$ cat config.mk
export PLATFORM = sky130hd
export DESIGN_NAME = blimp_core
export DESIGN_NICKNAME = d
export VERILOG_FILES = /design/src/verilog/blimp_uarch_pkg.sv /design/src/verilog/blimp_isa_pkg.sv /design/src/verilog/blimp_core.sv /design/src/verilog/writeback_commit_unit.sv /design/src/verilog/mul_unit.sv /design/src/verilog/alu_unit.sv /design/src/verilog/decode_issue_unit.sv /design/src/verilog/fetch_unit.sv
export SDC_FILE = /design/constraint.sdc
export NUM_CORES = 2
export LEC_CHECK = 0
export BUFFER_PORTS_ARGS = -buffer_cell sky130_fd_sc_hd__buf_2
export CAP_MARGIN = 20
export CORE_MARGIN = 10
export CORE_UTILIZATION = 66
export CTS_CLUSTER_SIZE = 24
export DETAILED_ROUTE_END_ITERATION = 16
export PLACE_DENSITY_LB_ADDON = 0.1
export SLEW_MARGIN = 15
export SYNTH_ARGS = -nofsm -noshare
export SYNTH_HDL_FRONTEND = slang
export SYNTH_SLANG_ARGS = --single-unit
$ cat constraint.sdc
create_clock -name clk -period 23.5 [get_ports clk]
set_clock_uncertainty 0.15 [all_clocks]
set_input_delay 2.35 -clock clk [delete_from_list [all_inputs] [get_ports clk]]
set_output_delay 2.35 -clock clk [all_outputs]
set_load 0.05 [all_outputs]
$ cat src/verilog/blimp_uarch_pkg.sv
// Sizes are fixed here; the reorder buffer depth must stay a power of two of seq_num_w
package blimp_uarch_pkg;

  localparam int seq_num_w  = 4;
  localparam int rob_depth  = 1 << seq_num_w;  // 16 entries, pointers wrap for free
  localparam int mul_stages = 4;               // Issue to x_val latency of the mul pipe

  // Execute pipes
  typedef enum logic {
    PIPE_ALU,
    PIPE_MUL
  } pipe_e;

endpackage

$ cat src/verilog/blimp_isa_pkg.sv
// ISA subset is add, addi and mul only; any other opcode value is illegal and decodes as a nop
package blimp_isa_pkg;

  localparam int inst_w        = 32;
  localparam int xlen          = 32;  // Data and pc width
  localparam int reg_addr_w    = 5;
  localparam int num_arch_regs = 32;  // x0 hardwired to zero

  // ----------------------------------------------------------
  // Instruction field layout, given as lsb and width
  // ----------------------------------------------------------

  localparam int op_w    = 6;
  localparam int op_lsb  = 26;        // 31:26
  localparam int rd_lsb  = 21;        // 25:21
  localparam int rs1_lsb = 16;        // 20:16
  localparam int rs2_lsb = 11;        // 15:11
  localparam int imm_lsb = 0;
  localparam int imm_w   = 12;        // 11:0, overlaps rs2, sign-extended

  // Opcode field encodings
  // All-zero word is add x0,x0,x0
  typedef enum logic [op_w-1:0] {
    OP_ADD  = 6'h00,
    OP_ADDI = 6'h01,
    OP_MUL  = 6'h02
  } opcode_e;

endpackage
$ cat src/verilog/blimp_core.sv
// Top level; instruction memory must answer combinationally, no data memory and no control flow
`timescale 1ns/1ps

module blimp_core (
  input  logic                                 clk,
  input  logic                                 rst,
  input  logic [blimp_isa_pkg::inst_w-1:0]     imem_data,
  output logic [blimp_isa_pkg::xlen-1:0]       imem_addr,
  output logic                                 trace_val,
  output logic [blimp_isa_pkg::xlen-1:0]       trace_pc,
  output logic [blimp_isa_pkg::reg_addr_w-1:0] trace_waddr,
  output logic [blimp_isa_pkg::xlen-1:0]       trace_wdata,
  output logic                                 trace_wen
);

  import blimp_isa_pkg::*;
  import blimp_uarch_pkg::*;

  // ----------------------------------------------------------
  // Inter-unit wires
  // ----------------------------------------------------------

  // F/D
  logic              f_val, d_stall;
  logic [xlen-1:0]   f_pc;
  logic [inst_w-1:0] f_inst;

  // D/X
  logic                  alu_val, mul_val;
  opcode_e               alu_op;
  logic [xlen-1:0]       alu_a, alu_b, mul_a, mul_b;
  logic [seq_num_w-1:0]  alu_seq, mul_seq;
  logic [reg_addr_w-1:0] alu_waddr, mul_waddr;

  // Reorder buffer allocation
  logic                  alloc_val, rob_full;
  logic [xlen-1:0]       alloc_pc;
  logic [reg_addr_w-1:0] alloc_waddr;
  logic [seq_num_w-1:0]  alloc_seq;

  // X/W
  logic                  alu_x_val, mul_x_val;
  logic [seq_num_w-1:0]  alu_x_seq, mul_x_seq;
  logic [reg_addr_w-1:0] alu_x_waddr, mul_x_waddr;
  logic [xlen-1:0]       alu_x_data, mul_x_data;

  // Completion notices
  logic                  cmp0_val, cmp1_val;
  logic [reg_addr_w-1:0] cmp0_addr, cmp1_addr;
  logic [xlen-1:0]       cmp0_data, cmp1_data;

  // ----------------------------------------------------------
  // Units
  // ----------------------------------------------------------

  fetch_unit FU (.*);

  decode_issue_unit DIU (.*);

  alu_unit ALU_XU (
    .x_val   (alu_x_val),
    .x_seq   (alu_x_seq),
    .x_waddr (alu_x_waddr),
    .x_data  (alu_x_data),
    .*
  );

  mul_unit MUL_XU (
    .x_val   (mul_x_val),
    .x_seq   (mul_x_seq),
    .x_waddr (mul_x_waddr),
    .x_data  (mul_x_data),
    .*
  );

  writeback_commit_unit WCU (.*);

endmodule

$ cat src/verilog/writeback_commit_unit.sv
// One commit per cycle from the head; the trace is registered, so it lags the commit by a cycle
`timescale 1ns/1ps

module writeback_commit_unit (
  input  logic                                  clk,
  input  logic                                  rst,
  // Allocation from decode
  input  logic                                  alloc_val,
  input  logic [blimp_isa_pkg::xlen-1:0]        alloc_pc,
  input  logic [blimp_isa_pkg::reg_addr_w-1:0]  alloc_waddr,
  output logic [blimp_uarch_pkg::seq_num_w-1:0] alloc_seq,
  output logic                                  rob_full,
  // Pipe results
  input  logic                                  alu_x_val,
  input  logic [blimp_uarch_pkg::seq_num_w-1:0] alu_x_seq,
  input  logic [blimp_isa_pkg::reg_addr_w-1:0]  alu_x_waddr,
  input  logic [blimp_isa_pkg::xlen-1:0]        alu_x_data,
  input  logic                                  mul_x_val,
  input  logic [blimp_uarch_pkg::seq_num_w-1:0] mul_x_seq,
  input  logic [blimp_isa_pkg::reg_addr_w-1:0]  mul_x_waddr,
  input  logic [blimp_isa_pkg::xlen-1:0]        mul_x_data,
  // Completion notices to decode
  output logic                                  cmp0_val,
  output logic [blimp_isa_pkg::reg_addr_w-1:0]  cmp0_addr,
  output logic [blimp_isa_pkg::xlen-1:0]        cmp0_data,
  output logic                                  cmp1_val,
  output logic [blimp_isa_pkg::reg_addr_w-1:0]  cmp1_addr,
  output logic [blimp_isa_pkg::xlen-1:0]        cmp1_data,
  // Instruction trace
  output logic                                  trace_val,
  output logic [blimp_isa_pkg::xlen-1:0]        trace_pc,
  output logic [blimp_isa_pkg::reg_addr_w-1:0]  trace_waddr,
  output logic [blimp_isa_pkg::xlen-1:0]        trace_wdata,
  output logic                                  trace_wen
);

  import blimp_isa_pkg::*;
  import blimp_uarch_pkg::*;

  logic [xlen-1:0]       pc_q    [rob_depth];
  logic [reg_addr_w-1:0] waddr_q [rob_depth];
  logic [xlen-1:0]       data_q  [rob_depth];
  logic [rob_depth-1:0]  done_q;
  logic [seq_num_w-1:0]  head, tail;
  logic [seq_num_w:0]    count;  // One wider, so full differs from empty
  logic                  commit;

  // Entry lies between head and tail
  function automatic logic in_rob(input logic [seq_num_w-1:0] s);
    logic [seq_num_w-1:0] ofs;
    ofs = s - head;
    return {1'b0, ofs} < count;
  endfunction

  assign alloc_seq = tail;
  assign rob_full  = (count == rob_depth);
  assign commit    = (count != '0) && done_q[head];

  // Notices go out the cycle the result appears
  assign cmp0_val  = alu_x_val;
  assign cmp0_addr = alu_x_waddr;
  assign cmp0_data = alu_x_data;
  assign cmp1_val  = mul_x_val;
  assign cmp1_addr = mul_x_waddr;
  assign cmp1_data = mul_x_data;

  // ----------------------------------------------------------
  // Pointers and done bits
  // ----------------------------------------------------------

  always_ff @(posedge clk) begin
    if (rst) begin
      head      <= '0;
      tail      <= '0;
      count     <= '0;
      done_q    <= '0;
      trace_val <= 1'b0;
    end else begin
      if (alloc_val) begin
        tail         <= tail + 1'b1;
        done_q[tail] <= 1'b0;
      end
      if (alu_x_val)
        done_q[alu_x_seq] <= 1'b1;
      if (mul_x_val)
        done_q[mul_x_seq] <= 1'b1;
      if (commit)
        head <= head + 1'b1;
      count     <= count + (seq_num_w+1)'(alloc_val) - (seq_num_w+1)'(commit);
      trace_val <= commit;
    end
  end

  // Entry payload and trace beat
  always_ff @(posedge clk) begin
    if (alloc_val) begin
      pc_q[tail]    <= alloc_pc;
      waddr_q[tail] <= alloc_waddr;
    end
    if (alu_x_val)
      data_q[alu_x_seq] <= alu_x_data;
    if (mul_x_val)
      data_q[mul_x_seq] <= mul_x_data;
    if (commit) begin
      trace_pc    <= pc_q[head];
      trace_waddr <= waddr_q[head];
      trace_wdata <= data_q[head];
      trace_wen   <= (waddr_q[head] != '0);  // x0 writes show up with wen low
    end
  end

  a_alu_cmp_live: assert property (@(posedge clk) disable iff (rst)
    alu_x_val |-> in_rob(alu_x_seq) && !done_q[alu_x_seq]);

  a_mul_cmp_live: assert property (@(posedge clk) disable iff (rst)
    mul_x_val |-> in_rob(mul_x_seq) && !done_q[mul_x_seq]);

  a_no_overflow: assert property (@(posedge clk) disable iff (rst)
    alloc_val && !commit |-> count < rob_depth);

endmodule

$ cat src/verilog/mul_unit.sv
// Fixed four-stage pipe, low 32 bits of the product only; never stalls, one issue per cycle
`timescale 1ns/1ps

module mul_unit (
  input  logic                                  clk,
  input  logic                                  rst,
  input  logic                                  mul_val,
  input  logic [blimp_isa_pkg::xlen-1:0]        mul_a,
  input  logic [blimp_isa_pkg::xlen-1:0]        mul_b,
  input  logic [blimp_uarch_pkg::seq_num_w-1:0] mul_seq,
  input  logic [blimp_isa_pkg::reg_addr_w-1:0]  mul_waddr,
  output logic                                  x_val,
  output logic [blimp_uarch_pkg::seq_num_w-1:0] x_seq,
  output logic [blimp_isa_pkg::reg_addr_w-1:0]  x_waddr,
  output logic [blimp_isa_pkg::xlen-1:0]        x_data
);

  import blimp_isa_pkg::*;
  import blimp_uarch_pkg::*;

  logic [mul_stages-1:0] vld;
  logic [seq_num_w-1:0]  seq_q   [mul_stages];
  logic [reg_addr_w-1:0] waddr_q [mul_stages];

  logic [xlen-1:0]   a_q, b_q;  // Stage 1
  logic [xlen-1:0]   pp_ll;     // Stage 2, low x low
  logic [xlen/2-1:0] pp_x;      // Stage 2, cross terms, low half only
  logic [xlen-1:0]   prod;      // Stage 3

  always_ff @(posedge clk) begin
    if (rst)
      vld <= '0;
    else
      vld <= {vld[mul_stages-2:0], mul_val};
  end

  // Tag shift register
  always_ff @(posedge clk) begin
    seq_q[0]   <= mul_seq;
    waddr_q[0] <= mul_waddr;
    for (int i = 1; i < mul_stages; i++) begin
      seq_q[i]   <= seq_q[i-1];
      waddr_q[i] <= waddr_q[i-1];
    end
  end

  // ----------------------------------------------------------
  // Datapath, one register per stage
  // ----------------------------------------------------------

  always_ff @(posedge clk) begin
    a_q    <= mul_a;
    b_q    <= mul_b;
    pp_ll  <= a_q[xlen/2-1:0] * b_q[xlen/2-1:0];
    pp_x   <= a_q[xlen-1:xlen/2] * b_q[xlen/2-1:0]  // Truncates to 16 bits
            + a_q[xlen/2-1:0] * b_q[xlen-1:xlen/2];
    prod   <= pp_ll + {pp_x, {(xlen/2){1'b0}}};     // hi x hi drops out entirely
    x_data <= prod;
  end

  assign x_val   = vld[mul_stages-1];
  assign x_seq   = seq_q[mul_stages-1];
  assign x_waddr = waddr_q[mul_stages-1];

endmodule

$ cat src/verilog/alu_unit.sv
// Single-cycle adder; decode has already swapped in the immediate for addi
`timescale 1ns/1ps

module alu_unit (
  input  logic                                  clk,
  input  logic                                  rst,
  input  logic                                  alu_val,
  input  blimp_isa_pkg::opcode_e                alu_op,
  input  logic [blimp_isa_pkg::xlen-1:0]        alu_a,
  input  logic [blimp_isa_pkg::xlen-1:0]        alu_b,
  input  logic [blimp_uarch_pkg::seq_num_w-1:0] alu_seq,
  input  logic [blimp_isa_pkg::reg_addr_w-1:0]  alu_waddr,
  output logic                                  x_val,
  output logic [blimp_uarch_pkg::seq_num_w-1:0] x_seq,
  output logic [blimp_isa_pkg::reg_addr_w-1:0]  x_waddr,
  output logic [blimp_isa_pkg::xlen-1:0]        x_data
);

  import blimp_isa_pkg::*;

  always_ff @(posedge clk) begin
    if (rst)
      x_val <= 1'b0;
    else
      x_val <= alu_val;
  end

  // Result register, tags ride along
  always_ff @(posedge clk) begin
    if (alu_val) begin
      x_seq   <= alu_seq;
      x_waddr <= alu_waddr;
      x_data  <= alu_a + alu_b;
    end
  end

  // Mul never comes this way
  a_alu_ops_only: assert property (@(posedge clk) disable iff (rst)
    alu_val |-> alu_op inside {OP_ADD, OP_ADDI});

endmodule

$ cat src/verilog/decode_issue_unit.sv
// No renaming, so RAW and WAW hazards both stall; registers are written at completion, not commit
`timescale 1ns/1ps

module decode_issue_unit (
  input  logic                                   clk,
  input  logic                                   rst,
  // From fetch
  input  logic                                   f_val,
  input  logic [blimp_isa_pkg::xlen-1:0]         f_pc,
  input  logic [blimp_isa_pkg::inst_w-1:0]       f_inst,
  output logic                                   d_stall,
  // ALU issue
  output logic                                   alu_val,
  output blimp_isa_pkg::opcode_e                 alu_op,
  output logic [blimp_isa_pkg::xlen-1:0]         alu_a,
  output logic [blimp_isa_pkg::xlen-1:0]         alu_b,
  output logic [blimp_uarch_pkg::seq_num_w-1:0]  alu_seq,
  output logic [blimp_isa_pkg::reg_addr_w-1:0]   alu_waddr,
  // Mul issue
  output logic                                   mul_val,
  output logic [blimp_isa_pkg::xlen-1:0]         mul_a,
  output logic [blimp_isa_pkg::xlen-1:0]         mul_b,
  output logic [blimp_uarch_pkg::seq_num_w-1:0]  mul_seq,
  output logic [blimp_isa_pkg::reg_addr_w-1:0]   mul_waddr,
  // Reorder buffer allocation
  output logic                                   alloc_val,
  output logic [blimp_isa_pkg::xlen-1:0]         alloc_pc,
  output logic [blimp_isa_pkg::reg_addr_w-1:0]   alloc_waddr,
  input  logic [blimp_uarch_pkg::seq_num_w-1:0]  alloc_seq,
  input  logic                                   rob_full,
  // Completion notices, ALU then mul
  input  logic                                   cmp0_val,
  input  logic [blimp_isa_pkg::reg_addr_w-1:0]   cmp0_addr,
  input  logic [blimp_isa_pkg::xlen-1:0]         cmp0_data,
  input  logic                                   cmp1_val,
  input  logic [blimp_isa_pkg::reg_addr_w-1:0]   cmp1_addr,
  input  logic [blimp_isa_pkg::xlen-1:0]         cmp1_data
);

  import blimp_isa_pkg::*;
  import blimp_uarch_pkg::*;

  logic [xlen-1:0]          rf [num_arch_regs];
  logic [num_arch_regs-1:0] pending;  // Result still owed by a pipe

  opcode_e               op;
  pipe_e                 pipe;
  logic                  legal, uses_rs2, hazard, issue;
  logic [reg_addr_w-1:0] rd, rs1, rs2;
  logic [xlen-1:0]       imm, opnd_a, opnd_b;

  // Pending, unless its result arrives this very cycle
  function automatic logic busy(input logic [reg_addr_w-1:0] a);
    return pending[a] && !(cmp0_val && cmp0_addr == a) && !(cmp1_val && cmp1_addr == a);
  endfunction

  // Register read, completions written through
  function automatic logic [xlen-1:0] read_reg(input logic [reg_addr_w-1:0] a);
    if (a == '0)
      return '0;
    if (cmp0_val && cmp0_addr == a)
      return cmp0_data;
    if (cmp1_val && cmp1_addr == a)
      return cmp1_data;
    return rf[a];
  endfunction

  // ----------------------------------------------------------
  // Decode, hazard check, issue
  // ----------------------------------------------------------

  always_comb begin
    op       = opcode_e'(f_inst[op_lsb +: op_w]);
    legal    = op inside {OP_ADD, OP_ADDI, OP_MUL};
    pipe     = (op == OP_MUL) ? PIPE_MUL : PIPE_ALU;  // Illegal ops go down the ALU as nops
    uses_rs2 = (op != OP_ADDI);
    rd       = legal ? f_inst[rd_lsb +: reg_addr_w] : '0;
    rs1      = f_inst[rs1_lsb +: reg_addr_w];
    rs2      = f_inst[rs2_lsb +: reg_addr_w];
    imm      = {{(xlen-imm_w){f_inst[imm_lsb+imm_w-1]}}, f_inst[imm_lsb +: imm_w]};

    // RAW on sources, WAW on rd
    hazard  = legal && (busy(rs1) || (uses_rs2 && busy(rs2)) || busy(rd));
    d_stall = f_val && (hazard || rob_full);
    issue   = f_val && !d_stall;

    opnd_a = legal ? read_reg(rs1) : '0;
    if (!legal)
      opnd_b = '0;
    else if (op == OP_ADDI)
      opnd_b = imm;  // ALU just adds
    else
      opnd_b = read_reg(rs2);

    alu_val   = issue && (pipe == PIPE_ALU);
    alu_op    = legal ? op : OP_ADD;
    alu_a     = opnd_a;
    alu_b     = opnd_b;
    alu_seq   = alloc_seq;  // Tail slot doubles as the tag
    alu_waddr = rd;

    mul_val   = issue && (pipe == PIPE_MUL);
    mul_a     = opnd_a;
    mul_b     = opnd_b;
    mul_seq   = alloc_seq;
    mul_waddr = rd;

    alloc_val   = issue;
    alloc_pc    = f_pc;
    alloc_waddr = rd;
  end

  // ----------------------------------------------------------
  // Register file and scoreboard
  // ----------------------------------------------------------

  always_ff @(posedge clk) begin
    if (rst) begin
      pending <= '0;
      for (int i = 0; i < num_arch_regs; i++) begin
        rf[i] <= '0;
      end
    end else begin
      if (cmp0_val && cmp0_addr != '0) begin
        rf[cmp0_addr]      <= cmp0_data;
        pending[cmp0_addr] <= 1'b0;
      end
      if (cmp1_val && cmp1_addr != '0) begin
        rf[cmp1_addr]      <= cmp1_data;
        pending[cmp1_addr] <= 1'b0;
      end
      if (issue && rd != '0)
        pending[rd] <= 1'b1;  // New writer beats a same-cycle clear
    end
  end

  // A returning result always lands on a register still owed
  a_cmp0_was_pending: assert property (@(posedge clk) disable iff (rst)
    cmp0_val && cmp0_addr != '0 |-> pending[cmp0_addr]);

  a_cmp1_was_pending: assert property (@(posedge clk) disable iff (rst)
    cmp1_val && cmp1_addr != '0 |-> pending[cmp1_addr]);

endmodule

$ cat src/verilog/fetch_unit.sv
// Needs an instruction memory that answers in the same cycle; no branches, the pc only steps by 4
`timescale 1ns/1ps

module fetch_unit (
  input  logic                             clk,
  input  logic                             rst,
  input  logic [blimp_isa_pkg::inst_w-1:0] imem_data,
  input  logic                             d_stall,
  output logic [blimp_isa_pkg::xlen-1:0]   imem_addr,
  output logic                             f_val,
  output logic [blimp_isa_pkg::xlen-1:0]   f_pc,
  output logic [blimp_isa_pkg::inst_w-1:0] f_inst
);

  logic [blimp_isa_pkg::xlen-1:0] pc;

  assign imem_addr = pc;  // Memory model reads combinationally

  always_ff @(posedge clk) begin
    if (rst) begin
      pc    <= '0;
      f_val <= 1'b0;
    end else if (!d_stall) begin
      pc    <= pc + 4;
      f_val <= 1'b1;  // Straight-line code, always something to hand over
    end
  end

  // F/D payload
  always_ff @(posedge clk) begin
    if (!d_stall) begin
      f_pc   <= pc;
      f_inst <= imem_data;
    end
  end

  // Memory must hand decode a clean word
  a_inst_known: assert property (@(posedge clk) disable iff (rst)
    f_val |-> !$isunknown(f_inst));

endmodule

==> reports/summary.log <==
qor: power.cell_internal_pwr 8.178 mW
qor: critical_path.cpPeakStageDelay 870 ps
qor: final_layout.layout-drive-gt1-share 0.2519
qor: cts.cts-buffers-inserted 285
qor: power.power_leakage 55.12 nW
qor: floorplan.core_region 212100 um2
qor: timing.hold_violation_total_from_the_final_report 0
qor: critical_path.required_time_worst_endpoint 24010 ps
qor: critical_path.crit_top_cell a21oi_1
qor: power.p_seq_frac 0.486
qor: detailed_routing.route.detailed.drc 0
qor: job.maxCapViolations 0
qor: critical_path.critical_path_data_arrival_time 8580 ps
qor: critical_path.timing.critical_path.from_type flop
qor: critical_path.crit_path_max_fanout 91
qor: timing.whs 146.9 ps
qor: floorplan.die_area 232100 um2
qor: floorplan.rows 169
qor: timing.relative_max_transition_margin 0.04302
qor: global_routing.grt_start_max_net_pins 128
qor: power.total_power 10.99 mW
qor: cts.cts_resized 0
qor: placed_design.detailed_place_hpwl 266900 um
qor: synth.yosysWarnings 0
qor: final_layout.fillers 13350
qor: critical_path.critical_path_class reg -> reg
qor: detailed_routing.post_drt_wl_per_cell 38.40 um
qor: power.pwr-share-comb 0.124
qor: final_layout.area_growth 9.126%
qor: detailed_routing.route.antenna.remaining_nets 0
qor: timing.slew_viol_final 0
qor: hold_path.worstHoldPathType reg -> reg
qor: power.clockPowerShare 0.389
qor: global_routing.globalRouteTotalUtil 0.4165
qor: synth.async_set_or_reset_register_ratio_after_synthesis 0
qor: global_routing.grt_antenna_before_repair 41
qor: cts.clk-insertion-delay-late 980 ps
qor: placed_design.place.port_buffers 132
qor: synth.synth_top_flop_cell edfxtp_1
qor: floorplan.starting_utilization_of_the_core_area 0.6637
qor: cts.cts.sinks 2591
qor: synth.synth.yosys.seq_area_share 0.5297
qor: cts.clk_path_buf_depth 4
qor: synth.edff_count_synth 2267
qor: cts.cts_tree done
qor: timing.final.setup.tns 0 ps
qor: floorplan.num_io_pins 137
qor: final_layout.final_cell_mix edfxtp_1 (2267), a22o_1 (992), mux4_2 (815)
qor: critical_path.critical-path-top-delay-family compound AO/OA/AOI/OAI gates
qor: timing.post-route-min-period 8073 ps
qor: critical_path.crit_path_cell_trace buf_12 -> buf_4 -> buf_4 -> mux4_2 -> mux4_2 -> mux2i_1 -> a211oi_1 -> a21oi_1 -> nor2_1 -> ha_1 -> a21oi_1 -> o21ai_0 -> a41oi_1 -> o211ai_1 -> a32oi_1 -> a311oi_1 -> or3_1 -> a21oi_1 -> xnor2_1
qor: timing.worst_slew_pin_slew 1425 ps
qor: detailed_routing.avgViaCountPerCell 7.674
qor: cts.path_clk_slew 60 ps
qor: placed_design.placed_cell_area 144500 um2
qor: final_layout.final_common_cell edfxtp_1
qor: final_layout.nNetsFinal 10200
qor: critical_path.crit_slowest_cell dfxtp_4
qor: synth.synth.ff_latch_count 2591
qor: cts.cts-htree-levels 5
qor: synth.number_of_unique_standard_cell_types_used_by_synthesis 81
qor: global_routing.grt_pass1_vias 95820
qor: detailed_routing.drtIter0Drc 17140
qor: power.p_per_area 71.55 nW/um2
qor: final_layout.fin_area 153600 um2
qor: critical_path.setup.worst_path.end_class flop
qor: synth.syn_area_per_cell 14.37 um2
qor: cts.cts_setup_buffers 0
qor: power.power.net_switching 2.812 mW
qor: power.switching_share 0.2558
qor: synth.syn_inst 9794
qor: timing.rsz0062_at_grt false
qor: power.irDropWorstVdd 0.09062 mV
qor: global_routing.grt_overflow_total 0
qor: detailed_routing.drtPass1Iterations 10
qor: detailed_routing.finalWirelength 483600 um
qor: detailed_routing.dr_total_vias 96630
qor: cts.holdBufCountCts 0
qor: status.status finished, final reports clean
qor: timing.timing.fmax 0.1239 GHz
qor: final_layout.final_util 0.7242
qor: timing.report.final.setup_viol 0
qor: floorplan.die-width 481.8 um
qor: placed_design.gpl.final_weighted_congestion 0.9551
qor: floorplan.fp.dieH 481.8 um
qor: cts.clock_tree_root clkbuf_16
qor: synth.mappedNetlistArea 140800 um2
qor: timing.min_period_over_period 0.3435
qor: critical_path.critical_path.n_buffers_inverters 3
qor: global_routing.first_pass_grt_wire_length 688000 um
[cell usage after synthesis, drive strengths merged (98+ instances only)]
| master | instances | area [um2] |
|---|---|---|
| fa | 381 | 7627 |
| ha | 253 | 3166 |
| mux4 | 815 | 18360 |
| a21oi | 186 | 934.7 |
| nor3 | 98 | 490.5 |
| and2 | 274 | 1714 |
| xnor2 | 120 | 1051 |
| o21ai | 221 | 1106 |
| a22o | 992 | 8688 |
| mux2i | 258 | 2582 |
| dfxtp | 324 | 6486 |
| mux2 | 585 | 6588 |
| nor2 | 306 | 1151 |
| inv | 523 | 1963 |
| nand2 | 490 | 1839 |
| clkbuf | 931 | 3495 |
| edfxtp | 2267 | 68080 |
[power groups by stage]
stage	logic, mW	registers (mW)	clock network (mW)
floorplan	0.853	5.38	0
global placement	1.24	5.42	0
detailed placement	1.26	5.44	0
CTS	1.27	5.34	4.27
global route	1.38	5.36	4.45
finish	1.36	5.35	4.28
[final timing paths]
kind / end / start / cells past startpoint / slack (ps)
max: ALU_XU.x_data[31] / flop / 19 / 15430
min: MUL_XU.waddr_q[1][4] / MUL_XU.waddr_q[0][4] / 0 / 150
max reg2reg: ALU_XU.x_data[31] / flop / 19 / 15430
min reg2reg: MUL_XU.waddr_q[1][4] / MUL_XU.waddr_q[0][4] / 0 / 150
[cells by family after synthesis]
logic type                 count (synthesis)  synth area share
AOI/OAI and AO/OA                       1809           0.09937
and+or+nand+nor                         1387           0.04663
xor gates and xnor gates                 166           0.01033
buffers and inverters                   1548           0.04166
DFF                                     2591            0.5297
muxes                                   1658            0.1956
adders and majority gates                634           0.07668
other                                      1        0.00002664
[metal layers]
layer | global-route usage | vias up | wire length [um]
met5 | 0.007248 | - | 788
met3 | 0.1703 | 2244 | 77500
met1 | 0.5228 | 48280 | 156500
li1 | - | 37220 | -
met4 | 0.2515 | 24 | 38990
met2 | 0.6078 | 8857 | 209800
[area by class of cell]
| type | count | area, um2 | share of cell area |
|---|---|---|---|
| flip-flops and latches | 2591 | 74650 | 0.4860 |
| multi-input cells | 5690 | 61510 | 0.4004 |
| clock buffers | 382 | 7796 | 0.05076 |
| well taps | 2821 | 3530 | 0.02298 |
| repair buffers | 442 | 3221 | 0.02097 |
| inverters | 523 | 1966 | 0.01280 |
| clock inverters | 109 | 843.3 | 0.005490 |
| diodes | 34 | 85.08 | 0.0005539 |
[stage by stage]
step	instances	setup slack, ps
global placement	12050	15940
global route	12570	15270
finish	12590	15430
floorplan	9829	14730
detailed placement	12050	15970
CTS	12540	15890
[sequential cells by signal, indices dropped and copies added, names as in the netlist, 20 cells and up, named ones only]
register	cells
MUL_XU.waddr_q	20
DIU.pending	32
WCU.trace_wdata	32
WCU.pc_q	480
MUL_XU.b_q	32
FU.f_pc	30
WCU.waddr_q	80
WCU.data_q	512
MUL_XU.x_data	32
MUL_XU.a_q	32
MUL_XU.pp_ll	32
MUL_XU.prod	32
FU.f_inst	32
ALU_XU.x_data	32
FU.imem_addr	30
WCU.trace_pc	30
DIU.rf	1024
Power figures use the tool's default switching activity.
